--- config.mk ---
export PLATFORM = sky130hd
export DESIGN_NAME = insn_length_decoder
export DESIGN_NICKNAME = d
export VERILOG_FILES = /design/src/hdl/insn_len_pkg.sv /design/src/hdl/modrm_detector.sv /design/src/hdl/imm_size_decoder.sv /design/src/hdl/insn_length_calc.sv /design/src/hdl/insn_length_decoder.sv
export VERILOG_INCLUDE_DIRS = /design/src /design/src/hdl
export SDC_FILE = /design/constraint.sdc
export NUM_CORES = 1
export LEC_CHECK = 0
export ABC_AREA = 1
export BUFFER_PORTS_ARGS = -buffer_cell sky130_fd_sc_hd__buf_2
export CAP_MARGIN = 30
export CORE_MARGIN = 2
export CORE_UTILIZATION = 50
export CTS_BUF_LIST = sky130_fd_sc_hd__clkbuf_16
export DETAILED_ROUTE_END_ITERATION = 16
export PLACE_DENSITY = 0.72
export SETUP_SLACK_MARGIN = 0.5
export SLEW_MARGIN = 0
export SYNTH_ARGS = -nofsm -noshare
export SYNTH_HDL_FRONTEND = slang
export SYNTH_SLANG_ARGS = --single-unit
--- constraint.sdc ---
create_clock -name clk -period 5.02 [get_ports clk]
set_input_delay 1.004 -clock clk [delete_from_list [all_inputs] [get_ports clk]]
set_output_delay 1.004 -clock clk [all_outputs]
set_load 0.005 [all_outputs]
--- src/hdl/insn_len_cfg.svh ---
`ifndef INSN_LEN_CFG_SVH
`define INSN_LEN_CFG_SVH

// sizing for the length decoder back end

// result queue depth
// upstream starts with this many credits, one per free slot
// in flight items are counted against the same slots
`define LEN_FIFO_DEPTH 4

// credits held toward downstream right after reset
// each len_valid beat spends one, len_credit returns one
`define LEN_DOWN_CREDITS 2

`endif

--- src/hdl/insn_len_pkg.sv ---
`default_nettype none

package insn_len_pkg;

    // width of a byte count, longest instruction here is 12 bytes
    localparam int INSN_LEN_W = 4;

    // modrm byte, mod in the top two bits
    // the middle field is the x86 reg/opcode field
    typedef struct packed {
        logic [1:0] mod;
        logic [2:0] reg_op;
        logic [2:0] rm;
    } modrm_t;

    // sib byte, scale on top
    typedef struct packed {
        logic [1:0] scale;
        logic [2:0] index;
        logic [2:0] base;
    } sib_t;

    // window seen as a one-byte opcode, byte 0 is the msb
    typedef struct packed {
        logic [7:0] opcode;
        modrm_t     modrm;
        sib_t       sib;
        logic [7:0] spare;
    } insn_one_byte_t;

    // window seen after a 0F escape
    typedef struct packed {
        logic [7:0] escape;
        logic [7:0] opcode;
        modrm_t     modrm;
        sib_t       sib;
    } insn_two_byte_t;

    // same 32 bits, decoded one way or the other by byte 0
    typedef union packed {
        insn_one_byte_t one_byte;
        insn_two_byte_t two_byte;
    } insn_window_u;

    typedef enum logic [1:0] {
        DISP_NONE = 2'd0,
        DISP_8    = 2'd1,
        DISP_32   = 2'd2
    } disp_size_e;

    typedef enum logic [1:0] {
        IMM_NONE = 2'd0,
        IMM_8    = 2'd1,
        IMM_16   = 2'd2,
        IMM_32   = 2'd3
    } imm_size_e;

endpackage

`default_nettype wire

--- src/hdl/modrm_detector.sv ---
`timescale 1ns/1ps
`default_nettype none

module modrm_detector (
    input  wire                        clk,
    input  wire                        rst_n,
    input  wire                        insn_valid,
    input  wire insn_len_pkg::insn_window_u insn_window,
    output logic                       modrm_present,
    output logic                       sib_present,
    output insn_len_pkg::disp_size_e   disp_size,
    output logic                       decode_valid
);

    import insn_len_pkg::*;

    // one-byte opcodes that carry a modrm byte
    function automatic logic has_modrm_1b(input logic [7:0] op);
        // alu rows 00-3F, low half of each row group
        // 62/63 bound and arpl, 69/6B imul forms
        // 80-8F group 1, test, xchg, mov, lea, pop
        // shift groups, les/lds, mov imm, fpu escapes, groups 3/4/5
        return op inside {
            [8'h00:8'h03], [8'h08:8'h0B], [8'h10:8'h13], [8'h18:8'h1B],
            [8'h20:8'h23], [8'h28:8'h2B], [8'h30:8'h33], [8'h38:8'h3B],
            8'h62, 8'h63, 8'h69, 8'h6B,
            [8'h80:8'h8F],
            8'hC0, 8'hC1, [8'hC4:8'hC7],
            [8'hD0:8'hD3], [8'hD8:8'hDF],
            8'hF6, 8'hF7, 8'hFE, 8'hFF
        };
    endfunction

    // second byte after 0F that carries a modrm byte
    function automatic logic has_modrm_2b(input logic [7:0] op);
        // system groups, control/debug moves, cmovcc
        // mmx moves, setcc, bit ops, shld/shrd, imul, cmpxchg, movzx
        return op inside {
            [8'h00:8'h03], [8'h20:8'h23], [8'h40:8'h4F],
            8'h6F, 8'h70, 8'h7F, [8'h90:8'h9F],
            [8'hA3:8'hA5], [8'hAB:8'hAD], 8'hAF,
            8'hB0, 8'hB1, 8'hB6, 8'hB7, [8'hBA:8'hBF]
        };
    endfunction

    logic       esc;
    logic [7:0] op;
    modrm_t     modrm;
    sib_t       sib;
    logic       modrm_d;
    logic       sib_d;
    disp_size_e disp_d;

    // byte 0 picks which view of the window holds the fields
    assign esc = (insn_window.two_byte.escape == 8'h0F);

    always_comb begin
        if (esc) begin
            op    = insn_window.two_byte.opcode;
            modrm = insn_window.two_byte.modrm;
            sib   = insn_window.two_byte.sib;
        end else begin
            op    = insn_window.one_byte.opcode;
            modrm = insn_window.one_byte.modrm;
            sib   = insn_window.one_byte.sib;
        end
    end

    always_comb begin
        modrm_d = esc ? has_modrm_2b(op) : has_modrm_1b(op);

        // rm 100 with a memory operand escapes to sib
        sib_d = modrm_d && (modrm.mod != 2'b11) && (modrm.rm == 3'b100);

        disp_d = DISP_NONE;
        if (modrm_d) begin
            case (modrm.mod)
                2'b01: disp_d = DISP_8;
                2'b10: disp_d = DISP_32;
                2'b00: begin
                    // rm 101 is absolute disp32, no base register
                    if (modrm.rm == 3'b101) begin
                        disp_d = DISP_32;
                    end
                    // sib base 101 under mod 00 also means disp32
                    if (sib_d && (sib.base == 3'b101)) begin
                        disp_d = DISP_32;
                    end
                end
                // register operand, no displacement
                default: disp_d = DISP_NONE;
            endcase
        end
    end

    // results land at the edge that accepts the window
    always_ff @(posedge clk) begin
        if (!rst_n) begin
            decode_valid  <= 1'b0;
            modrm_present <= 1'b0;
            sib_present   <= 1'b0;
            disp_size     <= DISP_NONE;
        end else begin
            decode_valid <= insn_valid;
            // hold the last result when idle
            if (insn_valid) begin
                modrm_present <= modrm_d;
                sib_present   <= sib_d;
                disp_size     <= disp_d;
            end
        end
    end

endmodule

`default_nettype wire

--- src/hdl/imm_size_decoder.sv ---
`timescale 1ns/1ps
`default_nettype none

module imm_size_decoder (
    input  wire                        clk,
    input  wire                        rst_n,
    input  wire                        insn_valid,
    input  wire insn_len_pkg::insn_window_u insn_window,
    output logic                       escaped,
    output insn_len_pkg::imm_size_e    imm_size
);

    import insn_len_pkg::*;

    logic       esc_d;
    logic [7:0] op1;
    logic [7:0] op2;
    logic [2:0] reg_op1;
    imm_size_e  imm_1b;
    imm_size_e  imm_2b;

    assign esc_d   = (insn_window.two_byte.escape == 8'h0F);
    assign op1     = insn_window.one_byte.opcode;
    assign op2     = insn_window.two_byte.opcode;
    // group 3 needs the reg field to tell test from the unary ops
    assign reg_op1 = insn_window.one_byte.modrm.reg_op;

    // one-byte opcode table
    always_comb begin
        imm_1b = IMM_NONE;
        if ((op1[7:6] == 2'b00) && (op1[2:0] == 3'b100)) begin
            // alu al,imm8 in every row of 00-3F
            imm_1b = IMM_8;
        end else if ((op1[7:6] == 2'b00) && (op1[2:0] == 3'b101)) begin
            // alu eax,imm32
            imm_1b = IMM_32;
        end else if (op1 inside {8'h6A, 8'h6B, [8'h70:8'h7F], 8'h80, 8'h83,
                                 8'hA8, [8'hB0:8'hB7], 8'hC0, 8'hC1, 8'hC6,
                                 8'hCD, 8'hEB}) begin
            imm_1b = IMM_8;
        end else if (op1 inside {8'hC2, 8'hCA}) begin
            // ret imm16
            imm_1b = IMM_16;
        end else if (op1 inside {8'h68, 8'h69, 8'h81, [8'hA0:8'hA3], 8'hA9,
                                 [8'hB8:8'hBF], 8'hC7, 8'hE8, 8'hE9}) begin
            // A0-A3 moffs counted as a 4 byte operand
            imm_1b = IMM_32;
        end else if ((op1 == 8'hF6) && (reg_op1 == 3'b000)) begin
            // test r/m8,imm8
            imm_1b = IMM_8;
        end else if ((op1 == 8'hF7) && (reg_op1 == 3'b000)) begin
            imm_1b = IMM_32;
        end
    end

    // 0F table is short
    always_comb begin
        imm_2b = IMM_NONE;
        if ((op2 == 8'h70) || (op2 == 8'hBA)) begin
            // pshufw and bt group take imm8
            imm_2b = IMM_8;
        end else if (op2[7:4] == 4'h8) begin
            // jcc rel32
            imm_2b = IMM_32;
        end
    end

    // same edge as modrm_detector, its decode_valid covers both
    always_ff @(posedge clk) begin
        if (!rst_n) begin
            escaped  <= 1'b0;
            imm_size <= IMM_NONE;
        end else if (insn_valid) begin
            escaped  <= esc_d;
            imm_size <= esc_d ? imm_2b : imm_1b;
        end
    end

endmodule

`default_nettype wire

--- src/hdl/insn_length_calc.sv ---
`timescale 1ns/1ps
`default_nettype none

`include "insn_len_cfg.svh"

module insn_length_calc (
    input  wire                                  clk,
    input  wire                                  rst_n,
    input  wire                                  decode_valid,
    input  wire                                  modrm_present,
    input  wire                                  sib_present,
    input  wire                                  escaped,
    input  wire insn_len_pkg::disp_size_e        disp_size,
    input  wire insn_len_pkg::imm_size_e         imm_size,
    input  wire                                  len_credit,
    output logic                                 len_valid,
    output logic [insn_len_pkg::INSN_LEN_W-1:0]  len_bytes,
    output logic                                 in_credit
);

    import insn_len_pkg::*;

    localparam int DEPTH = `LEN_FIFO_DEPTH;
    localparam int PTR_W = (DEPTH > 1) ? $clog2(DEPTH) : 1;
    localparam int CNT_W = $clog2(DEPTH + 1);
    localparam int CRD_W = $clog2(`LEN_DOWN_CREDITS + 1);

    // pointer step with wrap, depth need not be a power of two
    function automatic logic [PTR_W-1:0] ptr_inc(input logic [PTR_W-1:0] p);
        return (p == PTR_W'(DEPTH - 1)) ? '0 : p + 1'b1;
    endfunction

    logic [INSN_LEN_W-1:0] op_bytes;
    logic [INSN_LEN_W-1:0] disp_bytes;
    logic [INSN_LEN_W-1:0] imm_bytes;
    logic [INSN_LEN_W-1:0] sum_len;

    logic [INSN_LEN_W-1:0] len_mem [DEPTH];
    logic [PTR_W-1:0]      wr_ptr;
    logic [PTR_W-1:0]      rd_ptr;
    logic [CNT_W-1:0]      fill;
    logic [CRD_W-1:0]      down_credits;
    logic                  push;
    logic                  pop;

    // size codes to byte counts
    always_comb begin
        op_bytes = escaped ? INSN_LEN_W'(2) : INSN_LEN_W'(1);

        case (disp_size)
            DISP_8:  disp_bytes = INSN_LEN_W'(1);
            DISP_32: disp_bytes = INSN_LEN_W'(4);
            default: disp_bytes = '0;
        endcase

        case (imm_size)
            IMM_8:   imm_bytes = INSN_LEN_W'(1);
            IMM_16:  imm_bytes = INSN_LEN_W'(2);
            IMM_32:  imm_bytes = INSN_LEN_W'(4);
            default: imm_bytes = '0;
        endcase

        // max 2+1+1+4+4 = 12, fits in 4 bits
        sum_len = op_bytes + INSN_LEN_W'(modrm_present) + INSN_LEN_W'(sib_present)
                + disp_bytes + imm_bytes;
    end

    // upstream credits guarantee a free slot, so every valid result is written
    assign push = decode_valid;

    // a beat needs a queued result and a downstream credit
    assign len_valid = (fill != '0) && (down_credits != '0);
    assign pop       = len_valid;
    assign len_bytes = len_mem[rd_ptr];

    // queue storage
    always_ff @(posedge clk) begin
        if (push) begin
            len_mem[wr_ptr] <= sum_len;
        end
    end

    // queue pointers and occupancy
    always_ff @(posedge clk) begin
        if (!rst_n) begin
            wr_ptr <= '0;
            rd_ptr <= '0;
            fill   <= '0;
        end else begin
            if (push) begin
                wr_ptr <= ptr_inc(wr_ptr);
            end
            if (pop) begin
                rd_ptr <= ptr_inc(rd_ptr);
            end
            case ({push, pop})
                2'b10:   fill <= fill + 1'b1;
                2'b01:   fill <= fill - 1'b1;
                default: fill <= fill;
            endcase
        end
    end

    // downstream credits, spent per beat, returned by len_credit
    always_ff @(posedge clk) begin
        if (!rst_n) begin
            down_credits <= CRD_W'(`LEN_DOWN_CREDITS);
        end else begin
            case ({pop, len_credit})
                2'b10:   down_credits <= down_credits - 1'b1;
                2'b01:   down_credits <= down_credits + 1'b1;
                default: down_credits <= down_credits;
            endcase
        end
    end

    // slot freed by a pop goes back upstream one cycle later
    always_ff @(posedge clk) begin
        if (!rst_n) begin
            in_credit <= 1'b0;
        end else begin
            in_credit <= pop;
        end
    end

endmodule

`default_nettype wire

--- src/hdl/insn_length_decoder.sv ---
`timescale 1ns/1ps
`default_nettype none

module insn_length_decoder (
    input  wire                                  clk,
    input  wire                                  rst_n,
    input  wire                                  insn_valid,
    input  wire insn_len_pkg::insn_window_u      insn_window,
    input  wire                                  len_credit,
    output logic                                 in_credit,
    output logic                                 len_valid,
    output logic [insn_len_pkg::INSN_LEN_W-1:0]  len_bytes
);

    import insn_len_pkg::*;

    // stage 1 results, all registered on the accepting edge
    logic       decode_valid;
    logic       modrm_present;
    logic       sib_present;
    logic       escaped;
    disp_size_e disp_size;
    imm_size_e  imm_size;

    // modrm, sib and displacement
    modrm_detector u_modrm_detector (
        .clk           (clk),
        .rst_n         (rst_n),
        .insn_valid    (insn_valid),
        .insn_window   (insn_window),
        .modrm_present (modrm_present),
        .sib_present   (sib_present),
        .disp_size     (disp_size),
        .decode_valid  (decode_valid)
    );

    // escape and immediate, in parallel with the modrm path
    imm_size_decoder u_imm_size_decoder (
        .clk         (clk),
        .rst_n       (rst_n),
        .insn_valid  (insn_valid),
        .insn_window (insn_window),
        .escaped     (escaped),
        .imm_size    (imm_size)
    );

    // sum, result queue and both credit loops
    insn_length_calc u_insn_length_calc (
        .clk           (clk),
        .rst_n         (rst_n),
        .decode_valid  (decode_valid),
        .modrm_present (modrm_present),
        .sib_present   (sib_present),
        .escaped       (escaped),
        .disp_size     (disp_size),
        .imm_size      (imm_size),
        .len_credit    (len_credit),
        .len_valid     (len_valid),
        .len_bytes     (len_bytes),
        .in_credit     (in_credit)
    );

endmodule

`default_nettype wire

==> results of run 1 <==
[placed cells by master (no fill, tap or decap), types with 2 or more instances in the layout]
master and n:
nand2_4 4, fa_1 4, edfxtp_1 16, dfxtp_1 20
ha_1 11, xor2_1 3, nand3_2 7, inv_1 54
a21oi_1 18, nand2_2 6, clkbuf_16 5, o22ai_1 5
nand4_1 9, a21oi_2 2, nand3_1 19, nand2_1 69
buf_2 33, o21ai_0 25, clkinv_1 2, nor3_1 5
a31oi_1 2, o31ai_1 2, nor2_1 44, inv_2 4
[synthesized netlist by cell type, drive strengths merged (3+ instances only)]
cell type	n
o21ai	26
nand2	79
buf	4
ha	11
nor2	45
o22ai	5
nor3	5
xor2	3
dfxtp	20
fa	4
edfxtp	16
a21oi	20
nand3	27
nand4	10
inv	58
[registers in the layout, summed over array words and instances (netlist names), named ones only]
| name | count |
|---|---|
| u_insn_length_calc.down_credits | 2 |
| u_modrm_detector.decode_valid | 1 |
| u_imm_size_decoder.imm_size | 2 |
| u_insn_length_calc.wr_ptr | 2 |
| u_insn_length_calc.in_credit | 1 |
| u_modrm_detector.disp_size | 2 |
| u_insn_length_calc.rd_ptr | 2 |
| u_modrm_detector.sib_present | 1 |
| u_modrm_detector.modrm_present | 1 |
| u_imm_size_decoder.escaped | 1 |
| u_insn_length_calc.fill | 3 |
| u_insn_length_calc.len_mem | 16 |
[per-stage QoR]
step	area, um2	setup slack, ps	total power [uW]	instances
floorplan	2606	2529	580.6	353
global placement	2803	1526	654.8	450
detailed placement	2803	1511	661.1	450
CTS	2970	1803	1013	458
global route	2970	1490	1079	458
finish	2970	1793	1005	458
[logic make-up after synthesis]
logic type               synth area share
XOR/XNOR                          0.01008
flip-flops                         0.3380
AND/OR/NAND/NOR                    0.3207
adder cells (fa/ha/maj)           0.08353
buffers and inverters              0.1080
AO/OA/AOI/OAI                      0.1397
[where the power goes]
part           internal, uW  switching [uW]
registers               351            25.9
logic                   111             171
clock network           233             114
[final timing paths]
check / start / end / slack (ps) / cells after the start
hold reg to reg: u_insn_length_calc.fill[0] / u_insn_length_calc.fill[0] / 450 / 1
setup / recovery: insn_window[28] / u_modrm_detector.disp_size[0] / 1790 / 16
hold / removal: u_insn_length_calc.fill[0] / u_insn_length_calc.fill[0] / 450 / 1
setup reg to reg: u_modrm_detector.disp_size[0] / u_insn_length_calc.len_mem[3][1] / 2850 / 7
[per-layer routing]
metal	wire [um]	share of wire	track usage
met3	230	0.045	0.03436
met5	0	0	0
met4	97	0.019	0.07818
met1	2535	0.49	0.2595
met2	2283	0.44	0.3089
[cell type report]
class / count / area (um2) / area share
multi-input combinational: 251 / 1444 / 0.4861
tap: 70 / 87.58 / 0.02949
sequential: 36 / 880.8 / 0.2965
clock inverter: 3 / 42.54 / 0.01432
timing repair buffer: 33 / 165.2 / 0.05560
clock buffer: 5 / 125.1 / 0.04212
inverter: 60 / 225.2 / 0.07582
==> impl_metrics.yaml, run 1 <==
status:
  run_status: "completed"
drt:
  drc: 0
  viasPerCell: 5.024
  drtAntennaViolNets: 0
  via_count: 2301
  drtIter0Drc: 74
  wl_um: 5147
  wire_per_inst_um: 11.24
  first_pass_iters: 4
sta:
  fin_crit_sh: 0.6429
  maxSlewViolCount: 0
  hold_violations: 0
  holdWs_ps: 450.8
  relSlewSlack: 0.3715
  max_freq_ghz: 0.3098
  grt_setup_unrepaired: "no"
  finClkSkew_ps: 6.439
  setup_tns_ps: 0
  layout_min_cycle_time_ps: 3227
  setup_viol: 0
  worstMarginPinSlew_ps: 939.3
clock_network:
  post-cts-setup-buffers: 0
  cts_resized: 0
  postCtsHoldBufs: 0
  clockBufferDepth: 2
  cts_buffers: 5
  cts.clk_slew.worst_paths_ps: 60
  cts_tree: "built"
  htree_num_levels: 2
  cts_root_buffer: "clkbuf_16"
  clock-sinks: 36
  clk_latency_ps: 280
floorplanning:
  start_util: 0.5136
  design.core.area_mm2: 0.005075
  dieWidth_um: 76.20
  die_area_mm2: 0.005806
  io_pins: 42
  rows: 26
  dieHeight_um: 76.20
hold_path:
  worstHoldPathType: "register to register"
final_layout:
  diodes: 0
  syn2layout_area_growth_pct: 13.97
  final_nets: 438
  utilization: 0.5853
  fillerInstances: 476
  drive_gt1_frac: 0.1753
worst_setup_path:
  crit_type: "input port to register"
  slowest_delay_ps: 730
  path_delay_family: "simple AND/OR/NAND/NOR gates"
  worst-path-buf-inv: 2
  crit_arrival_ps: 3390
  cpMaxStageDelayCell: "nor2_1"
  worstSetupEndpointType: "register"
  crit_top_cell: "nand2_1"
  required_ps: 5190
  crit_chain: "buf_2, inv_1, nand2_1, nor2_1, nand3_1, nand2_1, nor2_1, nand2_1, nand2_1, nand2_1, nand2_1, nor2_1, nand2_2, nand3_2, nand3b_4, a21oi_2"
  worstPathMaxFanout: 11
  start_kind: "input port"
power:
  vdd_drop_max_mv: 0.2267
  power_density_mw_per_mm2: 338.3
  leakage_uw: 0.001461
yosys:
  synth_edf_count: 16
  synth_top_area_share: 0.1843
  netlist-cell-type-count: 43
  yosysWarningCount: 0
  syn_area_per_cell_um2: 7.383
  syn-num-nets: 404
  yosysTopAreaCell: "edfxtp_1"
  postSynthCellCount: 353
  synth-seq-cells: 36
  netlist_area_mm2: 0.002606
  synth_seq_area_share: 0.3380
  synthFlopType: "dfxtp_1"
  synthArstFlopShare: 0
  yosys-top-cells-area: "edfxtp_1 18%, dfxtp_1 15%, nand2_1 9.9%"
place:
  port_buffers: 33
  hpwl_um: 4085
  gp_congestion: 0.9227
global_routing:
  grt_max_degree: 13
  grt_pass1_vias: 2062
  overflow: 0
  track_usage: 0.1929
  antenna_found_initial: 0
  grt_pass1_wl_um: 9114
job:
  drv_cap: 0
No activity file was read; power rests on OpenSTA's default activity.
==> run 2, diff against run 1 <==
Clock period 5.02 ns to 3.2 ns, I/O delays scaled along.
==> run 2 against run 1 <==
Net effect: register-to-register slack got worse by 1800 ps; sequential share of layout area up 0.16 points; via count grew 2.3%; clock power rose by 33%; critical path type unchanged; largest power group unchanged.
==> impl_metrics.yaml, run 2 (synthesis gave the netlist of run 1 again) <==
status:
  run_status: "completed"
place:
  gp_congestion: 0.9102
  port_buffers: 33
  place_ws_ps: 557.9
  hpwl_um: 4146
  dp_cells: 451
final_layout:
  largest_register_ffs: 16
  layout_common_cells: "69 x nand2_1, 54 x inv_1, 44 x nor2_1"
  diodes: 0
  largest_registers: "u_insn_length_calc.len_mem (16), u_insn_length_calc.fill (3)"
  drive_gt1_frac: 0.1774
  final_common_cell: "nand2_1"
  top_register: "u_insn_length_calc.len_mem"
  utilization: 0.5821
  regArea_um2: 880.8
  fillerInstances: 487
  fin_cells: 459
  multi_input_area_mm2: 0.001444
  syn2layout_area_growth_pct: 13.35
  final_nets: 439
clock_network:
  cts.clk_slew.worst_paths_ps: 50
  clockBufferDepth: 2
  cts_root_buffer: "clkbuf_16"
  cts_tree: "built"
  post-cts-setup-buffers: 0
  clock-sinks: 36
  postCtsHoldBufs: 0
  clk_latency_ps: 280
  cts_resized: 0
  htree_num_levels: 2
  cts_buffers: 5
floorplanning:
  io_pins: 42
  dieWidth_um: 76.20
  start_util: 0.5136
  die_area_mm2: 0.005806
  dieHeight_um: 76.20
  rows: 26
  design.core.area_mm2: 0.005075
global_routing:
  antenna_found_initial: 0
  track_usage: 0.1875
  grt_max_degree: 13
  overflow: 0
  grt_pass1_wl_um: 8866
  grt_pass1_vias: 2106
sta:
  fin_crit_sh: 0.7459
  hold_violations: 0
  maxSlewViolCount: 0
  holdWs_ps: 444.8
  layout_min_cycle_time_ps: 2387
  setup_tns_ps: 0
  relSlewSlack: 0.6994
  finalWorstSetupSlack_ps: 813.1
  finClkSkew_ps: 3.903
  worstMarginPinSlew_ps: 439.6
  max_freq_ghz: 0.4190
  grt_setup_unrepaired: "no"
  setup_viol: 0
drt:
  wire_per_inst_um: 11.33
  wl_um: 5200
  first_pass_iters: 4
  drc: 0
  viasPerCell: 5.129
  via_count: 2354
  drtIter0Drc: 83
  drtAntennaViolNets: 0
worst_setup_path:
  crit_arrival_ps: 2550
  worstPathMaxFanout: 11
  start_kind: "input port"
  crit_type: "input port to register"
  worstSetupEndpointType: "register"
  required_ps: 3360
power:
  leakage_uw: 0.001460
  p_clk_frac: 0.308
  swShare: 0.3208
  combPwrFrac: 0.295
  internal_power_uw: 1011
  power_density_mw_per_mm2: 503.8
  seqPwrFrac: 0.397
  p_switching_uw: 477.4
  vdd_drop_max_mv: 0.3425
job:
  drv_cap: 0
hold_path:
  worstHoldPathType: "register to register"
## run 2: changes by cell type in the layout (fill, tap and decap cells not counted)
| cell | change |
|---|---|
| buf_4 | +1 |
| bufinv_16 | -1 |
| clkinv_2 | +1 |
| clkinv_4 | +1 |
| clkinvlp_4 | -1 |
## run 2: final cells by class
cell class	count	share of cell area
inverters	60	0.07624
clock inverters	3	0.006353
clock buffers	5	0.04235
multi-input cells	251	0.4888
well taps	70	0.02965
flip-flops and latches	36	0.2982
repair buffers	34	0.05845
## run 2: path summary, 6_finish.rpt
kind,cells after the start,from,to,slack (ps)
worst max-delay path,17,insn_window[28],u_modrm_detector.disp_size[0],810
worst min-delay path,1,u_insn_length_calc.fill[0],u_insn_length_calc.fill[0],440
worst max register to register,6,u_modrm_detector.disp_size[1],u_insn_length_calc.len_mem[3][1],1050
worst min register to register,1,u_insn_length_calc.fill[0],u_insn_length_calc.fill[0],440
## run 2: critical path, cell delays in order
cell and delay, ps:
buf_2 110, inv_1 130, nand2_1 130, nor2_1 110
buf_4 210, nand3_1 90, nand2_1 260, nor2_1 120
nand2_1 100, nand2_1 60, nand2_1 50, nand2_1 50
nor2_1 110, nand2_2 100, nand3_2 90, nand3b_4 130
a21oi_2 50
## run 2: power groups by stage
stage | registers [uW] | clock network [uW] | logic, uW
floorplan | 585 | 0 | 326
global placement | 598 | 0 | 429
detailed placement | 601 | 0 | 437
CTS | 592 | 473 | 439
global route | 601 | 497 | 515
finish | 591 | 459 | 439
## run 2: per-layer routing
layer | track usage | wire length, um | up-vias
met5 | 0 | 0 | -
met4 | 0.08000 | 107 | 0
met3 | 0.04621 | 286 | 9
met2 | 0.3071 | 2307 | 77
met1 | 0.2369 | 2499 | 1024
li1 | - | - | 1244
## run 2: through the flow
stage | total power (uW) | area (um2)
2_1_floorplan | 910.8 | 2606
3_3_place_gp | 1028 | 2810
3_5_place_dp | 1038 | 2810
4_1_cts | 1504 | 2954
5_1_grt | 1613 | 2954
6_report | 1488 | 2954
==> run 3, diff against run 2 <==
Clock period 3.2 ns to 2.2 ns, I/O delays scaled along.
==> run 3 against run 2 <==
Net effect: die area did not move; power is 65% higher; cell count rose by 6.8%; wire length grew 30%; global-route usage is 3.8 points higher; hold slack worse by 15 ps; clock-buffer cell count unchanged; critical path type is now register to register; register-to-register slack worse by 900 ps.
==> impl_metrics.yaml, run 3 (synthesis gave the netlist of run 1 again) <==
status:
  run_status: "completed"
worst_setup_path:
  crit_type: "register to register"
  required_ps: 2200
  crit_top_cell: "inv_2"
  start_kind: "register"
  slowest_delay_ps: 490
  crit_start: "u_modrm_detector.disp_size[0]"
  worstPathMaxFanout: 4
  ff2ff_path_depth: 7
  worstSetupEndpointType: "register"
  cpMaxStageDelayCell: "fa_1"
  crit_chain: "inv_2, nor2_2, fa_1, inv_2, fa_2, inv_2, fa_2"
  reg2reg_from: "u_modrm_detector.disp_size[0]"
  crit_arrival_ps: 2050
global_routing:
  antenna_found_initial: 0
  overflow: 0
  grt_max_degree: 12
  grt_pass1_vias: 2505
  grt_pass1_wl_um: 10790
  track_usage: 0.2259
final_layout:
  layout_common_cells: "57 x nand2_1, 41 x inv_1, 35 x nor2_1"
  final_nets: 470
  stdcell_area_mm2: 0.003600
  fin_cells: 490
  diodes: 0
  syn2layout_area_growth_pct: 38.12
  top_register: "u_insn_length_calc.len_mem"
  largest_register_ffs: 16
  final_common_cell: "nand2_1"
  largest_registers: "u_insn_length_calc.len_mem (16), u_insn_length_calc.fill (3)"
  drive_gt1_frac: 0.3857
  utilization: 0.7093
drt:
  via_count: 2618
  first_pass_iters: 4
  drt-met1-wl_um: 2601
  viasPerCell: 5.343
  routed-wl-met2_um: 3580
  top_layer: "met4"
  drc: 0
  drtAntennaViolNets: 0
  drtIter0Drc: 138
  wl_um: 6762
  wire_per_inst_um: 13.80
  route.met3.wl_um: 310
sta:
  setup_tns_ps: 0
  maxSlewViolCount: 0
  max_freq_ghz: 0.4870
  holdWs_ps: 429.8
  finClkSkew_ps: 4.247
  relSlewSlack: 0.6782
  grt_setup_unrepaired: "yes"
  fin_crit_sh: 0.9334
  setup_viol: 0
  layout_min_cycle_time_ps: 2053
  worstMarginPinSlew_ps: 478.2
  hold_violations: 0
clock_network:
  cts_buffers: 5
  clk_latency_ps: 270
  postCtsHoldBufs: 0
  cts_tree: "built"
  htree_num_levels: 2
  clockBufferDepth: 2
  cts.clk_slew.worst_paths_ps: 50
  clock-sinks: 36
  cts_root_buffer: "clkbuf_16"
place:
  dpl_cell_area_mm2: 0.002967
  dp_cells: 463
  hpwl_um: 4679
  gp_congestion: 1.001
  port_buffers: 33
floorplanning:
  design.core.area_mm2: 0.005075
  start_util: 0.5136
  io_pins: 42
  die_area_mm2: 0.005806
  dieHeight_um: 76.20
  dieWidth_um: 76.20
  rows: 26
power:
  leakage_uw: 0.001639
  vdd_drop_max_mv: 0.5675
  power_density_mw_per_mm2: 681.1
job:
  drv_cap: 0
hold_path:
  hp-start: "u_insn_length_calc.down_credits[1]"
  worstHoldPathType: "register to register"
  holdPathStages: 1
-- run 3: cell type report --
type	count	area, um2
multi-input combinational	251	1753
fill	410	1475
sequential	36	888.4
clock inverter	3	13.76
tap	70	87.58
timing repair buffer	65	496.7
clock buffer	5	125.1
inverter	60	235.2
-- run 3: what timing repair did --
action	in CTS	in global routing
buffers inserted	13	6
setup endpoints to repair	26	27
endpoints found under the hold margin	0	0
pin swaps	24	17
gates resized for setup	49	43
-- run 3: critical path: cells and delay by family, from the launching register on --
kind                       cells  cell delay (ps)
adders and majority gates      3             1270
buffers and inverters          3              160
DFF                            1              320
and+or+nand+nor                1               30
-- run 3: per-stage QoR --
step                      worst slack [ps]  power (uW)
after floorplan                      204.8        1383
after global placement               59.20        1562
after detailed placement             20.12        1593
after CTS                            139.5        2323
after global routing                 85.79        2615
final                                146.6        2452
-- run 3: final timing paths --
kind	endpoint	slack, ps
worst max-delay path	u_insn_length_calc.len_mem[3][1]	150
worst min-delay path	u_insn_length_calc.down_credits[1]	430
worst max register to register	u_insn_length_calc.len_mem[3][1]	150
worst min register to register	u_insn_length_calc.down_credits[1]	430
-- run 3: layer usage --
| metal | vias to the layer above | GRT usage |
|---|---|---|
| li1 | 1301 | - |
| met1 | 1204 | 0.2498 |
| met2 | 87 | 0.4277 |
| met3 | 26 | 0.03318 |
| met4 | 0 | 0.09818 |
| met5 | - | 0 |
-- run 3: power breakdown --
part	internal [uW]	switching [uW]	total (uW)
logic	424	503	928
registers	807	64.5	871
clock network	411	242	653
